<file path="src/common/palette_pkg.sv">
// shared widths, vector types and the download beat format for the palette stage
// import with palette_pkg::* in the module header where needed
`default_nettype none

package palette_pkg;

    localparam int CODE_W  = 8;             // pixel code, lookup prom address
    localparam int PAL_W   = 8;             // palette index, colour prom address
    localparam int COLOR_W = 8;             // rgb332
    localparam int DL_DW   = 8;             // download bytes

    typedef logic [CODE_W-1:0]  code_t;
    typedef logic [PAL_W-1:0]   pal_idx_t;
    typedef logic [COLOR_W-1:0] color_t;
    typedef logic [DL_DW-1:0]   dl_data_t;
    typedef logic [CODE_W:0]    dl_addr_t;  // msb picks the region

    // region map, top address bit of a download beat
    localparam int   DL_REGION_BIT = CODE_W;
    localparam logic REGION_LUT    = 1'b0;  // 0x000..0x0ff
    localparam logic REGION_COL    = 1'b1;  // 0x100..0x1ff

    // one download beat, 17 bits
    typedef struct packed {
        dl_addr_t addr;
        dl_data_t data;
    } dl_beat_t;

    // download session FSM
    typedef enum logic [1:0] {
        IDLE,
        LOAD,
        DRAIN
    } dl_state_t;

endpackage

`default_nettype wire

</file>
<file path="src/rtl/prom.sv">
// loadable prom, one array with separate read and write addresses
// read is synchronous and only advances with cen
// writes ignore cen so a download can go on while reads are stalled
`timescale 1ns/1ps
`default_nettype none

module prom #(
    parameter int AW = 8,
    parameter int DW = 8
) (
    input  logic          clk,
    input  logic          cen,      // read enable
    input  logic [DW-1:0] data,
    input  logic [AW-1:0] rd_addr,
    input  logic [AW-1:0] wr_addr,
    input  logic          we,
    output logic [DW-1:0] q
);

    // contents come only from downloads, no init
    logic [DW-1:0] mem [2**AW];

    // read port, q holds while cen is low
    always_ff @(posedge clk) begin
        if (cen) begin
            q <= mem[rd_addr];          // registered read
        end
    end

    // write port, not gated by cen
    always_ff @(posedge clk) begin
        if (we) begin
            mem[wr_addr] <= data;
        end
    end

    // read and write at the same address in one cycle
    // returns the old word on q

endmodule

`default_nettype wire

</file>
<file path="src/download/dl_ctrl.sv">
// download controller for the two palette proms
// buffers beats against the credits the source holds, drains one per cycle
// into lut or colour prom by the region bit, and returns a credit per write
// holds lookup_en low during a dl_start session and until the buffer drains
`timescale 1ns/1ps
`default_nettype none

module dl_ctrl
    import palette_pkg::*;
#(
    parameter int DL_CREDITS = 4
) (
    input  logic     clk,
    input  logic     reset,
    input  logic     dl_start,          // session level
    input  logic     dl_valid,
    input  dl_beat_t dl_beat,
    output logic     dl_credit,         // one pulse per prom write
    output logic     lut_we,
    output logic     col_we,
    output pal_idx_t wr_addr,
    output dl_data_t wr_data,
    output logic     lookup_en
);

    localparam int PW = (DL_CREDITS > 1) ? $clog2(DL_CREDITS) : 1;
    localparam int CW = $clog2(DL_CREDITS + 1);

    dl_beat_t      beat_buf [DL_CREDITS];   // circular buffer
    logic [PW-1:0] wr_ptr;
    logic [PW-1:0] rd_ptr;
    logic [CW-1:0] buf_cnt;                 // beats waiting
    logic          push;
    logic          pop;
    dl_beat_t      head;
    dl_state_t     state;

    assign push = dl_valid;                 // source only sends on credit
    assign pop  = (buf_cnt != '0);          // drain every cycle
    assign head = beat_buf[rd_ptr];

    always_ff @(posedge clk) begin
        if (push) begin
            beat_buf[wr_ptr] <= dl_beat;
        end
    end

    always_ff @(posedge clk) begin
        if (reset) begin
            wr_ptr  <= '0;
            rd_ptr  <= '0;
            buf_cnt <= '0;
        end else begin
            if (push) begin
                wr_ptr <= (wr_ptr == PW'(DL_CREDITS - 1)) ? '0 : wr_ptr + 1'b1;
            end
            if (pop) begin
                rd_ptr <= (rd_ptr == PW'(DL_CREDITS - 1)) ? '0 : rd_ptr + 1'b1;
            end
            buf_cnt <= buf_cnt + CW'(push) - CW'(pop);
        end
    end

    // registered write stage, credit goes back in the write cycle
    always_ff @(posedge clk) begin
        if (reset) begin
            lut_we    <= 1'b0;
            col_we    <= 1'b0;
            dl_credit <= 1'b0;
        end else begin
            lut_we    <= pop && (head.addr[DL_REGION_BIT] == REGION_LUT);
            col_we    <= pop && (head.addr[DL_REGION_BIT] == REGION_COL);
            dl_credit <= pop;
        end
    end

    // payload, no reset
    always_ff @(posedge clk) begin
        if (pop) begin
            wr_addr <= head.addr[CODE_W-1:0];   // region bit dropped
            wr_data <= head.data;
        end
    end

    // session FSM
    always_ff @(posedge clk) begin
        if (reset) begin
            state     <= IDLE;
            lookup_en <= 1'b1;
        end else begin
            case (state)
                IDLE: begin
                    if (dl_start) begin
                        state     <= LOAD;
                        lookup_en <= 1'b0;  // block lookups for the session
                    end
                end
                LOAD: begin
                    if (!dl_start) begin
                        state <= DRAIN;
                    end
                end
                DRAIN: begin
                    if (dl_start) begin
                        state <= LOAD;      // new session before drain ended
                    end else if (buf_cnt == '0 && !dl_valid) begin
                        state     <= IDLE;  // last write is in flight now
                        lookup_en <= 1'b1;
                    end
                end
                default: state <= IDLE;
            endcase
        end
    end

endmodule

`default_nettype wire

</file>
<file path="src/rtl/pal_lookup.sv">
// two stage palette lookup, code -> lut prom -> colour prom -> out_color
// input pixels wait in a small holding queue sized by PIX_CREDITS
// a pixel starts only when the sink has granted a slot for it, so the
// pipe never stalls once started; out_valid comes 2 cycles after accept
`timescale 1ns/1ps
`default_nettype none

module pal_lookup
    import palette_pkg::*;
#(
    parameter int PIX_CREDITS = 2
) (
    input  logic   clk,
    input  logic   reset,
    input  logic   lookup_en,
    input  logic   pix_valid,
    input  code_t  pix_code,
    output logic   pix_credit,
    input  logic   out_credit,          // sink grants one slot
    output code_t  lut_addr,
    input  color_t col_q,
    output logic   rd_en,               // cen of both proms
    output logic   out_valid,
    output color_t out_color
);

    localparam int PW  = (PIX_CREDITS > 1) ? $clog2(PIX_CREDITS) : 1;
    localparam int QW  = $clog2(PIX_CREDITS + 1);
    localparam int OCW = 10;            // output credit counter

    code_t          hold_mem [PIX_CREDITS];
    logic [PW-1:0]  hold_wr;
    logic [PW-1:0]  hold_rd;
    logic [QW-1:0]  hold_cnt;
    logic [OCW-1:0] out_cred;           // granted, not yet used by out_valid
    logic [1:0]     vld;                // [0] lut read done, [1] colour read done
    logic [1:0]     in_flight;
    logic           accept;

    assign in_flight = {1'b0, vld[0]} + {1'b0, vld[1]};
    // each pixel in flight already holds one of the counted credits
    assign accept    = lookup_en && (hold_cnt != '0) && (out_cred > OCW'(in_flight));
    assign lut_addr  = hold_mem[hold_rd];
    assign rd_en     = accept || (vld != 2'b00);
    assign out_valid = vld[1];
    assign out_color = col_q;           // colour prom output straight out

    always_ff @(posedge clk) begin
        if (pix_valid) begin
            hold_mem[hold_wr] <= pix_code;
        end
    end

    always_ff @(posedge clk) begin
        if (reset) begin
            hold_wr    <= '0;
            hold_rd    <= '0;
            hold_cnt   <= '0;
            out_cred   <= '0;
            vld        <= 2'b00;
            pix_credit <= 1'b0;
        end else begin
            if (pix_valid) begin
                hold_wr <= (hold_wr == PW'(PIX_CREDITS - 1)) ? '0 : hold_wr + 1'b1;
            end
            if (accept) begin
                hold_rd <= (hold_rd == PW'(PIX_CREDITS - 1)) ? '0 : hold_rd + 1'b1;
            end
            hold_cnt   <= hold_cnt + QW'(pix_valid) - QW'(accept);
            out_cred   <= out_cred + OCW'(out_credit) - OCW'(out_valid);
            vld        <= {vld[0], accept};
            pix_credit <= accept;       // slot freed in the holding queue
        end
    end

endmodule

`default_nettype wire

</file>
<file path="src/rtl/palette_top.sv">
// palette stage top level
// byte download fills the lookup and colour proms, pixel codes are
// mapped to rgb332 colours; all ports use credit flow control
`timescale 1ns/1ps
`default_nettype none

module palette_top
    import palette_pkg::*;
#(
    parameter int DL_CREDITS  = 4,
    parameter int PIX_CREDITS = 2
) (
    input  logic     clk,
    input  logic     reset,
    input  logic     dl_start,
    input  logic     dl_valid,
    input  dl_beat_t dl_beat,
    output logic     dl_credit,
    input  logic     pix_valid,
    input  code_t    pix_code,
    output logic     pix_credit,
    input  logic     out_credit,
    output logic     out_valid,
    output color_t   out_color
);

    logic     lut_we;
    logic     col_we;
    pal_idx_t wr_addr;
    dl_data_t wr_data;
    logic     lookup_en;
    code_t    lut_addr;
    pal_idx_t lut_q;        // also the colour prom read address
    color_t   col_q;
    logic     rd_en;

    dl_ctrl #(
        .DL_CREDITS (DL_CREDITS)
    ) i_dl_ctrl (
        .clk       (clk),
        .reset     (reset),
        .dl_start  (dl_start),
        .dl_valid  (dl_valid),
        .dl_beat   (dl_beat),
        .dl_credit (dl_credit),
        .lut_we    (lut_we),
        .col_we    (col_we),
        .wr_addr   (wr_addr),
        .wr_data   (wr_data),
        .lookup_en (lookup_en)
    );

    pal_lookup #(
        .PIX_CREDITS (PIX_CREDITS)
    ) i_pal_lookup (
        .clk        (clk),
        .reset      (reset),
        .lookup_en  (lookup_en),
        .pix_valid  (pix_valid),
        .pix_code   (pix_code),
        .pix_credit (pix_credit),
        .out_credit (out_credit),
        .lut_addr   (lut_addr),
        .col_q      (col_q),
        .rd_en      (rd_en),
        .out_valid  (out_valid),
        .out_color  (out_color)
    );

    prom #(.AW(CODE_W), .DW(PAL_W)) lut_prom (
        .clk     (clk),
        .cen     (rd_en),
        .data    (wr_data),
        .rd_addr (lut_addr),
        .wr_addr (wr_addr),
        .we      (lut_we),
        .q       (lut_q)
    );

    prom #(.AW(PAL_W), .DW(COLOR_W)) col_prom (
        .clk     (clk),
        .cen     (rd_en),
        .data    (wr_data),
        .rd_addr (lut_q),
        .wr_addr (wr_addr),
        .we      (col_we),
        .q       (col_q)
    );

endmodule

`default_nettype wire

</file>
<file path="config.mk">
export PLATFORM = sky130hd
export DESIGN_NAME = palette_top
export DESIGN_NICKNAME = d
export VERILOG_FILES = /design/src/common/palette_pkg.sv /design/src/rtl/prom.sv /design/src/download/dl_ctrl.sv /design/src/rtl/pal_lookup.sv /design/src/rtl/palette_top.sv
export SDC_FILE = /design/constraint.sdc
export NUM_CORES = 2
export LEC_CHECK = 0
export BUFFER_PORTS_ARGS = -buffer_cell sky130_fd_sc_hd__buf_2
export CAP_MARGIN = 20
export CORE_MARGIN = 2
export CORE_UTILIZATION = 57
export DETAILED_ROUTE_END_ITERATION = 7
export GPL_TIMING_DRIVEN = 0
export PLACE_DENSITY = 0.75
export REMOVE_ABC_BUFFERS = 1
export SLEW_MARGIN = 10
export SYNTH_ARGS = -nofsm -noshare
export SYNTH_HDL_FRONTEND = slang
export SYNTH_MEMORY_MAX_BITS = 65536
export SYNTH_SLANG_ARGS = --single-unit
</file>
<file path="constraint.sdc">
create_clock -name clk -period 7.35 [get_ports clk]
set_input_delay 1.47 -clock clk [delete_from_list [all_inputs] [get_ports clk]]
set_output_delay 1.47 -clock clk [all_outputs]
set_load 0.02 [all_outputs]
</file>
==> qor.csv <==
stage;metric;value;unit
worst_setup_path;Req. time, crit path;7.96;ns
synth;Synth Cell Area;165000;sq um
layout;final instance area;189000;sq um
placed_design;placed instance area;176000;sq um
die;io pins;42;
placed_design;DP Cell Count;11720;
die;row count;197;
sta;Rel. slew slack;16.5;%
layout;proportion of layout cells with a drive suffix above 1;23.9;%
routing;drt pass-1 iters;6;
sta;Final Hold Viols;0;
sta;max-slew violation count;0;
global_routing;largest net degree at the start of global routing;87;
clock_network;root buf cell;clkbuf_16;
global_routing;first-pass GRT wire length;625000;microns
placed_design;RePlAce Congestion;0.815;
sta;FMAX;156;MHz
routing;Detailed Route WL;435000;microns
power_and_ir_drop;PwrDens;391;nW/um^2
layout;most common cell after layout, fill and taps aside;edfxtp_1;
placed_design;IO Port Bufs;41;
worst_setup_path;CP Capture Type;flop;
routing;M1 WL;150000;microns
clock_network;CTS tree;built;
routing;Via Count;85474;
job;max_cap viols;0;
worst_setup_path;WP data arrival;7.03;ns
status;outcome;completed;
synth;register area share after synthesis;77.1;%
synth;synthesis-stage register bit count;4244;
die;core footprint;288000;sq um
routing;DRC viols;0;
sta;worst clock skew;0.0290;ns
synth;Mean Syn Cell Area;20.7;sq um
routing;drt via density;6.86;
global_routing;gr ovfl total;0;
clock_network;cts bufs inserted;405;
die;Die H;542;microns
routing;Avg WL per Cell;34.9;microns
worst_setup_path;crit path max fanout;83;
clock_network;clock sinks;4244;
clock_network;H-tree Lvls;5;
synth;number of synthesized flops with an enable pin;4212;
synth;Ys Warns;0;
die;die width;542;microns
sta;crit path time final;6.42;ns
layout;area delta synth->final;15.0;%
placed_design;hpwl dp;265000;microns
worst_setup_path;CP Class;reg2reg;
synth;Syn Inst Count;7973;
layout;final non-filler cell total;12461;
global_routing;gr usage total;29.7;%
worst_setup_path;Setup crit start kind;flop;
sta;Final Cycle Share;87.3;%
sta;Worst Tran Pin Value;1.25;ns
sta;Final setup viols;0;
clock_network;post-CTS setup buffer count;0;
placed_design;Setup WS pre-CTS;0.818;ns
power_and_ir_drop;static leakage;59.9;nW
hold_path;worst min path class;reg2reg;
routing;metal3 WL;47100;microns
synth;Synth cell types;69;
global_routing;initial antenna violation count;19;
clock_network;CTS Buffer Depth;4;
routing;metal2 WL;212000;microns
global_routing;vias in the first global route;86709;
layout;Fill cells;17161;
layout;post-layout util;65.8;%
synth;ys flop type;edfxtp_1;
die;Initial Util;57.2;%
die;die area;293000;sq um
sta;RSZ-0062 raised after global routing;false;
clock_network;Clock Pin Slew Worst Setup and Hold Paths;0.06;ns
clock_network;worst skew pair latency;0.93;ns
clock_network;Hold Buf Count CTS;0;
layout;NumNets Final;8411;
power_and_ir_drop;Tot Pwr;74.1;mW
layout;commonest non-fill, non-tap cells in the layout;edfxtp_1 (4,212), mux4_2 (996), nor2_1 (563);
routing;max layer used;met5;
synth;Async SR Flop Fraction;0;%
clock_network;post-CTS sizing;0;
power_and_ir_drop;IR drop worst, VDD;0.000400;V
routing;drt initial violations;12828;
sta;setup ws final;0.935;ns
routing;Post-DRT Antenna Nets;0;
[worst paths after layout]
| check | start | to | slack [ns] | cells after the start |
|---|---|---|---|---|
| hold / removal | i_pal_lookup.vld[0] | i_pal_lookup.vld[1] | 0.49 | 2 |
| setup reg to reg | flop | lut_prom.q[0] | 0.93 | 10 |
| setup / recovery | flop | lut_prom.q[0] | 0.93 | 10 |
| hold reg to reg | i_pal_lookup.vld[0] | i_pal_lookup.vld[1] | 0.49 | 2 |
[report_power, final]
part           switching, mW  internal, mW  leakage (nW)
Combinational           12.9          9.28          15.4
Sequential             0.484          30.4          38.2
Clock                   9.03          12.0          6.37
[cells by family (layout without fill, tap and decap cells)]
logic type	Yosys count	in the layout	synth area share, %
buf+inv	519	1219	1.53
mux	1291	1291	15.4
flops	4244	4244	77.1
simple gates	1218	1218	3.04
other cells	0	7	0
compound gates	659	659	2.57
fa+ha+maj	31	31	0.244
xor+xnor	11	11	0.0585
[routing by layer]
layer,up-vias,GRT usage [%]
li1,33734,-
met1,44387,39.0
met2,6096,47.8
met3,1231,6.16
met4,26,14.3
met5,-,0
[area by class of cell]
class,count,area [sq um],share of cell area (%)
Tap cell,3781,4730,2.50
Antenna cell,7,17.5,0.00924
Inverter,38,143,0.0753
Timing Repair Buffer,450,8850,4.67
Multi-Input combinational cell,3210,35500,18.7
Clock buffer,484,10600,5.58
Clock inverter,247,2540,1.34
Sequential cell,4244,127000,67.1
[through the flow]
stage,TNS (ns),hold WS [ns]
floorplan,-1129.64,0.437
global placement,-,0.454
detailed placement,0,0.476
CTS,0,0.486
global route,0,0.516
finish,0,0.485
[critical path: stages (launching register included)]
cell and delay (ns):
dfxtp_2 0.91, mux2_8 0.80, buf_16 0.45, buf_16 0.47, buf_16 0.44, mux4_2 0.61
a2111oi_0 0.72, nor3_1 0.18, nor4_1 0.94, a211o_1 0.25, nor4_1 0.13
[state kept, by name, indices dropped and copies added (netlist names), 2 cells and up, named ones only]
| signal | cells |
|---|---|
| i_pal_lookup.out_cred | 10 |
| i_dl_ctrl.state | 2 |
| col_prom.q | 8 |
| i_dl_ctrl.buf_cnt | 3 |
| i_pal_lookup.hold_mem | 16 |
| col_prom.mem | 2048 |
| i_pal_lookup.hold_cnt | 2 |
| i_dl_ctrl.wr_ptr | 2 |
| lut_prom.mem | 2048 |
| i_pal_lookup.vld | 2 |
| i_dl_ctrl.wr_data | 8 |
| i_dl_ctrl.rd_ptr | 2 |
| i_dl_ctrl.wr_addr | 8 |
| i_dl_ctrl.beat_buf | 68 |
| lut_prom.q | 8 |
[Yosys cell counts, drive strengths merged (52+ instances only)]
| cell | count | area share [%] |
|---|---|---|
| o221ai | 85 | 0.45 |
| nor2 | 567 | 1.3 |
| o21ai | 75 | 0.23 |
| buf | 235 | 0.89 |
| nand3 | 52 | 0.16 |
| a21oi | 247 | 0.75 |
| nor3 | 101 | 0.31 |
| o22ai | 71 | 0.27 |
| mux2i | 288 | 1.8 |
| edfxtp | 4212 | 77 |
| clkbuf | 246 | 0.56 |
| mux4 | 996 | 14 |
| nand2 | 411 | 0.94 |
(Power assumes the default switching activity.)
